[src/logic/fetch_pkg.sv]
package fetch_pkg;

  localparam int xlen = 32;
  localparam int fetch_width = 64;

  // addi x0, x0, 0
  localparam logic [31:0] nop_instr = 32'h0000_0013;

  localparam logic [7:0] boot_pc_addr = 8'h00;
  localparam logic [7:0] control_addr = 8'h04;
  localparam logic [7:0] trap_vector_addr = 8'h08;

  typedef enum logic [1:0] {
    idle = 2'd0,
    busy = 2'd1,
    ctrl = 2'd2,
    inv = 2'd3
  } fetch_state_t;

  typedef struct packed {
    logic valid;
    logic [xlen-1:0] addr;
    logic spec;
    logic fence;
  } mem_req_t;

  typedef struct packed {
    logic ready;
    logic [fetch_width-1:0] rdata;
  } mem_rsp_t;

  typedef struct packed {
    logic trap;
    logic mret;
    logic [xlen-1:0] mret_target;
    logic mispredict;
    logic [xlen-1:0] mispredict_addr;
    logic fence;
    logic [xlen-1:0] fence_npc;
  } redirect_t;

  typedef struct packed {
    logic valid;
    logic [xlen-1:0] pc;
    logic taken;
    logic [xlen-1:0] target;
  } resolve_t;

  typedef struct packed {
    logic taken;
    logic [xlen-1:0] target;
  } pred_t;

  typedef struct packed {
    logic [xlen-1:0] pc0;
    logic [xlen-1:0] pc1;
    logic [31:0] instr0;
    logic [31:0] instr1;
    logic valid0;
    logic valid1;
  } fetch_pair_t;

  typedef struct packed {
    logic [xlen-1:0] boot_pc;
    logic fetch_en;
    logic pred_en;
    logic [xlen-1:0] trap_vector;
  } fetch_cfg_t;

  typedef struct packed {
    logic awvalid;
    logic [xlen-1:0] awaddr;
    logic wvalid;
    logic [xlen-1:0] wdata;
    logic [3:0] wstrb;
    logic bready;
    logic arvalid;
    logic [xlen-1:0] araddr;
    logic rready;
  } axil_req_t;

  typedef struct packed {
    logic awready;
    logic wready;
    logic bvalid;
    logic [1:0] bresp;
    logic arready;
    logic rvalid;
    logic [xlen-1:0] rdata;
    logic [1:0] rresp;
  } axil_rsp_t;

endpackage
[src/logic/fetch_unit.sv]
`timescale 1ns/1ps

module fetch_unit #(
  parameter int cache_depth = 16,
  parameter int axil_addr_width = 4
) (
  input logic clock,
  input logic reset,
  input fetch_pkg::axil_req_t axil_req,
  output fetch_pkg::axil_rsp_t axil_rsp,
  output fetch_pkg::mem_req_t imem_req,
  input fetch_pkg::mem_rsp_t imem_rsp,
  input fetch_pkg::redirect_t redirect,
  input fetch_pkg::resolve_t resolve,
  input logic halt,
  output fetch_pkg::fetch_pair_t pair
);

  fetch_pkg::fetch_cfg_t cfg;
  fetch_pkg::pred_t pred0;
  fetch_pkg::pred_t pred1;
  logic flush;
  logic stall;
  logic [31:0] pc_issued;

  fetch_config #(
    .axil_addr_width(axil_addr_width)
  ) i_fetch_config (
    .clock(clock),
    .reset(reset),
    .axil_req(axil_req),
    .axil_rsp(axil_rsp),
    .cfg(cfg)
  );

  fetch_stage i_fetch_stage (
    .clock(clock),
    .reset(reset),
    .cfg(cfg),
    .redirect(redirect),
    .pred0(pred0),
    .pred1(pred1),
    .imem_rsp(imem_rsp),
    .stall(stall),
    .imem_req(imem_req),
    .flush(flush),
    .pc_issued(pc_issued)
  );

  fetch_buffer i_fetch_buffer (
    .clock(clock),
    .reset(reset),
    .halt(halt),
    .flush(flush),
    .pc_issued(pc_issued),
    .imem_rsp(imem_rsp),
    .pair(pair),
    .stall(stall)
  );

  branch_target_cache #(
    .cache_depth(cache_depth)
  ) i_branch_target_cache (
    .clock(clock),
    .reset(reset),
    .cfg(cfg),
    .lookup_pc0(pair.pc0),
    .lookup_pc1(pair.pc1),
    .resolve(resolve),
    .pred0(pred0),
    .pred1(pred1)
  );

endmodule

[src/logic/branch_target_cache.sv]
`timescale 1ns/1ps

module branch_target_cache #(
  parameter int cache_depth = 16
) (
  input logic clock,
  input logic reset,
  input fetch_pkg::fetch_cfg_t cfg,
  input logic [31:0] lookup_pc0,
  input logic [31:0] lookup_pc1,
  input fetch_pkg::resolve_t resolve,
  output fetch_pkg::pred_t pred0,
  output fetch_pkg::pred_t pred1
);

  localparam int idx_w = $clog2(cache_depth);
  localparam int tag_w = 30 - idx_w;

  logic taken_bit [cache_depth];
  logic [tag_w-1:0] tag [cache_depth];
  logic [31:0] target [cache_depth];

  logic [idx_w-1:0] idx0;
  logic [idx_w-1:0] idx1;
  logic [idx_w-1:0] upd_idx;
  logic [tag_w-1:0] upd_tag;
  logic upd_hit;

  assign idx0 = lookup_pc0[idx_w+1:2];
  assign idx1 = lookup_pc1[idx_w+1:2];
  assign upd_idx = resolve.pc[idx_w+1:2];
  assign upd_tag = resolve.pc[31:idx_w+2];
  assign upd_hit = taken_bit[upd_idx] && (tag[upd_idx] == upd_tag);

  always_comb begin
    pred0.taken = cfg.pred_en && taken_bit[idx0] && (tag[idx0] == lookup_pc0[31:idx_w+2]);
    pred0.target = target[idx0];
    pred1.taken = cfg.pred_en && taken_bit[idx1] && (tag[idx1] == lookup_pc1[31:idx_w+2]);
    pred1.target = target[idx1];
  end

  always_ff @(posedge clock) begin
    if (!reset) begin
      for (int i = 0; i < cache_depth; i++) begin
        taken_bit[i] <= 1'b0;
      end
    end else if (resolve.valid) begin
      if (resolve.taken) begin
        taken_bit[upd_idx] <= 1'b1;
      end else if (upd_hit) begin
        // not taken only evicts its own entry, not an alias
        taken_bit[upd_idx] <= 1'b0;
      end
    end
  end

  always_ff @(posedge clock) begin
    if (resolve.valid && resolve.taken) begin
      tag[upd_idx] <= upd_tag;
      target[upd_idx] <= resolve.target;
    end
  end

endmodule

[src/logic/fetch_buffer.sv]
`timescale 1ns/1ps

module fetch_buffer (
  input logic clock,
  input logic reset,
  input logic halt,
  input logic flush,
  input logic [31:0] pc_issued,
  input fetch_pkg::mem_rsp_t imem_rsp,
  output fetch_pkg::fetch_pair_t pair,
  output logic stall
);

  logic accept;
  logic skid_valid;
  logic [31:0] skid_pc;
  logic [63:0] skid_data;

  // a target with bit 2 set starts in the upper half, so slot 0 is empty
  function automatic fetch_pkg::fetch_pair_t split(input logic valid, input logic [31:0] pc,
                                                   input logic [63:0] data);
    fetch_pkg::fetch_pair_t p;
    p.pc0 = '0;
    p.pc1 = '0;
    p.instr0 = fetch_pkg::nop_instr;
    p.instr1 = fetch_pkg::nop_instr;
    p.valid0 = 1'b0;
    p.valid1 = 1'b0;
    if (valid) begin
      p.pc0 = {pc[31:3], 3'b000};
      p.pc1 = {pc[31:3], 3'b100};
      p.instr1 = data[63:32];
      p.valid1 = 1'b1;
      if (!pc[2]) begin
        p.instr0 = data[31:0];
        p.valid0 = 1'b1;
      end
    end
    return p;
  endfunction

  assign accept = imem_rsp.ready && !flush;
  assign stall = halt || skid_valid;

  always_ff @(posedge clock) begin
    if (!reset) begin
      pair <= split(1'b0, '0, '0);
      skid_valid <= 1'b0;
    end else if (flush) begin
      pair <= split(1'b0, '0, '0);
      skid_valid <= 1'b0;
    end else if (halt) begin
      if (accept) begin
        skid_valid <= 1'b1;
      end
    end else if (skid_valid) begin
      pair <= split(1'b1, skid_pc, skid_data);
      skid_valid <= accept;
    end else begin
      pair <= split(accept, pc_issued, imem_rsp.rdata);
    end
  end

  always_ff @(posedge clock) begin
    if (accept && (halt || skid_valid)) begin
      skid_pc <= pc_issued;
      skid_data <= imem_rsp.rdata;
    end
  end

endmodule

[src/logic/fetch_stage.sv]
`timescale 1ns/1ps

module fetch_stage (
  input logic clock,
  input logic reset,
  input fetch_pkg::fetch_cfg_t cfg,
  input fetch_pkg::redirect_t redirect,
  input fetch_pkg::pred_t pred0,
  input fetch_pkg::pred_t pred1,
  input fetch_pkg::mem_rsp_t imem_rsp,
  input logic stall,
  output fetch_pkg::mem_req_t imem_req,
  output logic flush,
  output logic [31:0] pc_issued
);

  fetch_pkg::fetch_state_t state;
  fetch_pkg::fetch_state_t state_next;
  logic [31:0] pc;
  logic [31:0] pc_next;
  logic [31:0] pc_sel;
  logic [31:0] target;
  logic outstanding;
  logic outstanding_next;
  logic redirect_now;
  logic fence_now;
  logic issue;
  logic done;
  logic parked;

  always_comb begin
    redirect_now = 1'b1;
    fence_now = 1'b0;
    target = pc;
    if (redirect.trap) begin
      target = cfg.trap_vector;
    end else if (redirect.mret) begin
      target = redirect.mret_target;
    end else if (redirect.mispredict) begin
      target = redirect.mispredict_addr;
    end else if (redirect.fence) begin
      fence_now = 1'b1;
      target = redirect.fence_npc;
    end else if (pred0.taken) begin
      target = pred0.target;
    end else if (pred1.taken) begin
      target = pred1.target;
    end else begin
      redirect_now = 1'b0;
    end

    pc_sel = redirect_now ? target : pc;
    parked = (state == fetch_pkg::ctrl) || (state == fetch_pkg::inv);
    // the last request has answered, or nothing is in flight at all
    done = imem_rsp.ready || !outstanding;
    state_next = state;
    issue = 1'b0;

    case (state)
      fetch_pkg::idle: begin
        if (cfg.fetch_en) begin
          pc_sel = cfg.boot_pc;
          issue = 1'b1;
          state_next = fetch_pkg::busy;
        end
      end
      fetch_pkg::busy: begin
        if (done) begin
          if (!cfg.fetch_en) begin
            state_next = fetch_pkg::idle;
          end else if (!stall) begin
            issue = 1'b1;
          end
        end else if (redirect_now) begin
          state_next = fence_now ? fetch_pkg::inv : fetch_pkg::ctrl;
        end
      end
      default: begin
        // stale response is back, so the saved target can go out
        if (imem_rsp.ready) begin
          state_next = cfg.fetch_en ? fetch_pkg::busy : fetch_pkg::idle;
          issue = cfg.fetch_en && !stall;
        end
      end
    endcase

    pc_next = issue ? {pc_sel[31:3], 3'b000} + 32'd8 : pc_sel;
    outstanding_next = issue || (outstanding && !imem_rsp.ready);

    imem_req.valid = issue;
    imem_req.addr = {pc_sel[31:3], 3'b000};
    imem_req.spec = redirect_now || parked;
    imem_req.fence = fence_now || (state == fetch_pkg::inv);

    // the returning stale word is dropped in the buffer by a second flush
    flush = redirect_now || (parked && imem_rsp.ready);
  end

  always_ff @(posedge clock) begin
    if (!reset) begin
      state <= fetch_pkg::idle;
      pc <= '0;
      outstanding <= 1'b0;
    end else begin
      state <= state_next;
      pc <= pc_next;
      outstanding <= outstanding_next;
    end
  end

  always_ff @(posedge clock) begin
    if (issue) begin
      pc_issued <= pc_sel;
    end
  end

endmodule

[src/logic/fetch_config.sv]
`timescale 1ns/1ps

module fetch_config #(
  parameter int axil_addr_width = 4
) (
  input logic clock,
  input logic reset,
  input fetch_pkg::axil_req_t axil_req,
  output fetch_pkg::axil_rsp_t axil_rsp,
  output fetch_pkg::fetch_cfg_t cfg
);

  localparam logic [1:0] resp_okay = 2'b00;
  localparam logic [1:0] resp_slverr = 2'b10;

  logic ready_en;
  logic aw_got;
  logic w_got;
  logic [axil_addr_width-1:0] aw_addr;
  logic [31:0] w_data;
  logic [3:0] w_strb;
  logic [31:0] boot_pc;
  logic [1:0] control;
  logic [31:0] trap_vector;
  logic [axil_addr_width-1:0] ar_addr;

  function automatic logic [31:0] apply_strb(input logic [31:0] old, input logic [31:0] data,
                                             input logic [3:0] strb);
    logic [31:0] res;
    res = old;
    for (int i = 0; i < 4; i++) begin
      if (strb[i]) begin
        res[8*i +: 8] = data[8*i +: 8];
      end
    end
    return res;
  endfunction

  // readies stay low until the cycle after reset is released
  assign axil_rsp.awready = ready_en && !aw_got && !axil_rsp.bvalid;
  assign axil_rsp.wready = ready_en && !w_got && !axil_rsp.bvalid;
  assign axil_rsp.arready = ready_en && !axil_rsp.rvalid;
  assign ar_addr = axil_req.araddr[axil_addr_width-1:0];

  always_ff @(posedge clock) begin
    if (!reset) begin
      ready_en <= 1'b0;
      aw_got <= 1'b0;
      w_got <= 1'b0;
      axil_rsp.bvalid <= 1'b0;
      axil_rsp.bresp <= resp_okay;
      axil_rsp.rvalid <= 1'b0;
      axil_rsp.rdata <= '0;
      axil_rsp.rresp <= resp_okay;
      boot_pc <= '0;
      control <= '0;
      trap_vector <= '0;
    end else begin
      ready_en <= 1'b1;
      if (axil_req.awvalid && axil_rsp.awready) begin
        aw_got <= 1'b1;
        aw_addr <= axil_req.awaddr[axil_addr_width-1:0];
      end
      if (axil_req.wvalid && axil_rsp.wready) begin
        w_got <= 1'b1;
        w_data <= axil_req.wdata;
        w_strb <= axil_req.wstrb;
      end
      // both halves are in, so the write lands and the response is raised
      if (aw_got && w_got) begin
        aw_got <= 1'b0;
        w_got <= 1'b0;
        axil_rsp.bvalid <= 1'b1;
        axil_rsp.bresp <= resp_okay;
        if (aw_addr == fetch_pkg::boot_pc_addr[axil_addr_width-1:0]) begin
          boot_pc <= apply_strb(boot_pc, w_data, w_strb);
        end else if (aw_addr == fetch_pkg::control_addr[axil_addr_width-1:0]) begin
          if (w_strb[0]) begin
            control <= w_data[1:0];
          end
        end else if (aw_addr == fetch_pkg::trap_vector_addr[axil_addr_width-1:0]) begin
          trap_vector <= apply_strb(trap_vector, w_data, w_strb);
        end else begin
          axil_rsp.bresp <= resp_slverr;
        end
      end else if (axil_rsp.bvalid && axil_req.bready) begin
        axil_rsp.bvalid <= 1'b0;
      end
      if (axil_req.arvalid && axil_rsp.arready) begin
        axil_rsp.rvalid <= 1'b1;
        axil_rsp.rresp <= resp_okay;
        if (ar_addr == fetch_pkg::boot_pc_addr[axil_addr_width-1:0]) begin
          axil_rsp.rdata <= boot_pc;
        end else if (ar_addr == fetch_pkg::control_addr[axil_addr_width-1:0]) begin
          axil_rsp.rdata <= {30'b0, control};
        end else if (ar_addr == fetch_pkg::trap_vector_addr[axil_addr_width-1:0]) begin
          axil_rsp.rdata <= trap_vector;
        end else begin
          axil_rsp.rdata <= '0;
          axil_rsp.rresp <= resp_slverr;
        end
      end else if (axil_rsp.rvalid && axil_req.rready) begin
        axil_rsp.rvalid <= 1'b0;
      end
    end
  end

  assign cfg.boot_pc = boot_pc;
  assign cfg.fetch_en = control[0];
  assign cfg.pred_en = control[1];
  assign cfg.trap_vector = trap_vector;

endmodule

[config.mk]
export PLATFORM = sky130hd
export DESIGN_NAME = fetch_unit
export DESIGN_NICKNAME = d
export VERILOG_FILES = /design/src/logic/fetch_pkg.sv /design/src/logic/fetch_unit.sv /design/src/logic/branch_target_cache.sv /design/src/logic/fetch_buffer.sv /design/src/logic/fetch_stage.sv /design/src/logic/fetch_config.sv
export SDC_FILE = /design/constraint.sdc
export NUM_CORES = 2
export LEC_CHECK = 0
export BUFFER_PORTS_ARGS = -buffer_cell sky130_fd_sc_hd__clkbuf_2
export CAP_MARGIN = 20
export CORE_ASPECT_RATIO = 1.5
export CORE_MARGIN = 5
export CORE_UTILIZATION = 55
export DETAILED_ROUTE_END_ITERATION = 6
export PLACE_DENSITY = 0.75
export SLEW_MARGIN = 20
export SYNTH_ARGS = -nofsm -noshare
export SYNTH_HDL_FRONTEND = slang
export SYNTH_SLANG_ARGS = --single-unit
[constraint.sdc]
create_clock -name clock -period 13.8 [get_ports clock]
set_input_delay 2.76 -clock clock [delete_from_list [all_inputs] [get_ports clock]]
set_output_delay 2.76 -clock clock [all_outputs]
set_load 0.02 [all_outputs]
==> flow_summary.json <==
{
  "drive_gt1_share_pct": 25.36,
  "wirelength_mm": 178.4,
  "dp_cells": 5550,
  "clk_pin_slew_ns": 0.07,
  "grt_overflow": 0,
  "synth_edf_count": 1060,
  "synthSimpleGateAreaFrac_pct": 8.032,
  "clock_path_buffers": 3,
  "crit_path_frequent_cell": "buf_4",
  "dr.pass1.iters": 6,
  "clock_power_share_pct": 41.1,
  "post_drt_wl_per_cell_um": 30.90,
  "synthTopCellsByArea": "edfxtp_1 56%, mux4_2 11%, dfxtp_1 8.9%",
  "ys_warn_count": 0,
  "post-cts-setup-buffer-count": 0,
  "grt_max_degree": 99,
  "cts_root_buf": "clkbuf_16",
  "relSlewSlack_pct": 23.56,
  "clk_latency_ns": 0.74,
  "r2r_slack_ns": 5.83,
  "dp_hpwl_mm": 116.6,
  "rows": 145,
  "async_flop_share_pct": 0,
  "syn_avg_cell_area_um2": 14.61,
  "end_kind": "output pin",
  "ant_nets": 0,
  "max_cap_viol_count": 0,
  "slowest_delay_ns": 0.97,
  "avgViaCountPerCell": 6.702,
  "numClockSinks": 1314,
  "synth.distinct_cells": 91,
  "via_count": 38690,
  "cts_hold_buf": 0,
  "worst_slew_pin_slew_ns": 1.136,
  "ys.flop_type": "edfxtp_1",
  "final_cell_mix": "1060 x edfxtp_1, 466 x clkbuf_2, 307 x nand2_1",
  "antenna_found_initial": 23,
  "area_delta_synth_final_pct": 12.52,
  "grt_pass1_vias": 37970,
  "core-area_um2": 103800,
  "critPathArrivalTime_ns": 7.77,
  "intPower_mw": 6.344,
  "synthMuxAreaShare_pct": 15.24,
  "grt_pass1_wl_mm": 255.6,
  "critPathLaunchType": "register",
  "ys_seq_area_share_pct": 64.44,
  "critPathRequiredTime_ns": 11.04,
  "fmax_mhz": 94.98,
  "power_density_nw_per_um2": 125.9,
  "power.leakage_nw": 21.18,
  "critPathMaxFanout": 35,
  "initial_utilization_pct": 55.20,
  "min_period_ns": 10.53,
  "synth_top_family_by_area": "multiplexers",
  "setup-violations-final": 0,
  "p_total_mw": 8.115,
  "synth-xor-area-share_pct": 1.101,
  "fillers": 7556,
  "stdcell_area_um2": 64460,
  "skew_ns": 0.04259,
  "netlist.area_leader.share_pct": 55.57,
  "instances_no_fill": 5773,
  "die_height_um": 405.3,
  "postSynthCellCount": 3921,
  "hold_path_class": "register to register",
  "path_cells": "buf_4 > nand3b_1 > buf_4 > o22ai_1 > nor4_1 > xnor2_1 > nor3_1 > nand4_1 > or3_1 > buf_4 > o31ai_1 > o21ai_0 > o21ai_0 > inv_1 > clkbuf_2",
  "fin_tns_setup_ns": 0,
  "fin_crit_sh_pct": 76.29,
  "synth_compound_area_share_pct": 7.876,
  "max-vdd-ir-drop_uv": 103.4,
  "dpl_cell_area_um2": 60550,
  "share_comb_of_total_power_pct": 5.3,
  "slew_viol_final": 0,
  "port_buffers": 468,
  "globalplace.congestion": 0.9388,
  "rsz0062_at_grt": "no",
  "yosysTopAreaCell": "edfxtp_1",
  "mappedNetlistArea_um2": 57280,
  "drtIter0Drc": 5222,
  "final_hold_viol_count": 0,
  "htreeDepth": 3,
  "nNetsFinal": 4607,
  "num_io_pins": 545,
  "synthAdderAreaFrac_pct": 0.02184,
  "dieArea_um2": 110800,
  "grtUsageTotal_pct": 31.41,
  "cts_tree": "yes",
  "p_sw_mw": 1.770,
  "outcome": "complete, no violations",
  "criticalPathCategory": "register to output pin",
  "drc_errors": 0,
  "critPathSlowestCell": "nor4_1",
  "swShare_pct": 21.81,
  "cts_inserted_buffers": 111,
  "ctsResizeCount": 0,
  "die_w_um": 273.5,
  "power_frac_seq_pct": 53.6,
  "ys_seq_elements": 1314,
  "layout_commonest_cell": "edfxtp_1"
}
[synthesized netlist by cell type, types with 13 or more instances]
library cell	instances
and3_1	17
mux2_2	16
nand2b_1	14
xor2_1	24
buf_1	42
nor3_1	103
mux2i_1	227
xnor2_1	48
nor2_1	306
and2_1	13
a31oi_1	34
nand4_1	21
a211oi_1	13
o221a_2	18
or3_1	13
edfxtp_1	1060
buf_2	35
clkbuf_1	151
nor4_1	27
buf_6	14
a221oi_1	72
nand2_1	307
a21oi_1	184
mux4_2	278
nor2b_1	40
a22oi_1	80
o211ai_1	15
o22ai_1	111
buf_4	89
o31ai_1	14
nand3_1	67
o21ai_0	42
dfxtp_1	254
inv_1	25
[sequential cells by signal, summed over array words and instances (netlist names), 2 cells and up, named ones only]
register,flops
i_branch_target_cache.target,480
i_branch_target_cache.tag,416
i_fetch_buffer.pair,95
i_fetch_buffer.skid_data,64
i_fetch_config.axil_rsp,36
i_fetch_config.boot_pc,32
i_fetch_config.trap_vector,32
i_fetch_config.w_data,32
i_fetch_buffer.skid_pc,30
i_fetch_stage.pc,30
i_fetch_stage.pc_issued,30
i_branch_target_cache.taken_bit,16
i_fetch_config.aw_addr,4
i_fetch_config.w_strb,4
i_fetch_config.control,2
i_fetch_stage.state,2
[power by group through the flow]
| stage | clock network, mW | registers, mW | logic, mW |
|---|---|---|---|
| after floorplan | 0 | 4.44 | 0.229 |
| after global placement | 0 | 4.43 | 0.411 |
| after detailed placement | 0 | 4.44 | 0.420 |
| after CTS | 3.35 | 4.35 | 0.423 |
| after global routing | 3.51 | 4.35 | 0.452 |
| final | 3.33 | 4.35 | 0.431 |
[layer usage]
metal	GRT usage (%)	vias up	wire, µm
li1	-	16050	-
met1	39.07	19300	60000
met2	51.10	2750	85730
met3	7.087	577	20740
met4	17.88	10	11850
met5	0	-	75
[kinds of logic (layout without fill, tap and decap cells)]
kind of cell               count (synthesis)  count (layout)
buffers and inverters                    363             795
DFF                                     1314            1314
muxes                                    522             522
AOI/OAI and AO/OA                        663             663
xor gates and xnor gates                  72              72
other                                      1              25
adders and majority gates                  1               1
and+or+nand+nor                          985             985
[critical path, delay by kind of cell, from the launching register on]
| family | cells | cell delay (ns) |
|---|---|---|
| DFF | 1 | 0.73 |
| and+or+nand+nor | 5 | 2.68 |
| xor gates and xnor gates | 1 | 0.24 |
| AOI/OAI and AO/OA | 4 | 1.60 |
| buffers and inverters | 5 | 1.75 |
[through the flow]
step | setup WS (ns) | hold slack (ns) | util [%]
6_report | 3.271 | 0.4507 | 62.11
5_1_grt | 3.417 | 0.4589 | 62.10
2_1_floorplan | 6.247 | 0.4273 | -
4_1_cts | 3.709 | 0.4503 | 62.07
3_5_place_dp | 4.506 | 0.4341 | 58.35
3_3_place_gp | 4.523 | 0.4344 | 58.32
[path summary, 6_finish.rpt]
check                                   startpoint  cells after the start                                    to
max                                       register                     15                          imem_req[22]
min          i_fetch_stage.pc_issued[28]$_DFFE_PN_                      0  i_fetch_buffer.skid_pc[28]$_DFFE_PP_
max reg2reg                               register                     16       i_fetch_stage.pc[31]$_SDFF_PN0_
min reg2reg  i_fetch_stage.pc_issued[28]$_DFFE_PN_                      0  i_fetch_buffer.skid_pc[28]$_DFFE_PP_
[layout make-up]
class / instances / area, µm² / share of cell area [%]
Antenna cell: 15 / 37.54 / 0.05824
Timing Repair Buffer: 558 / 3065 / 4.756
Clock buffer: 141 / 3047 / 4.727
Clock inverter: 67 / 814.5 / 1.264
Inverter: 29 / 111.4 / 0.1728
Sequential cell: 1314 / 36930 / 57.29
Tap cell: 1396 / 1747 / 2.710
Multi-Input combinational cell: 2253 / 18700 / 29.02
Power figures use the tool's default switching activity.
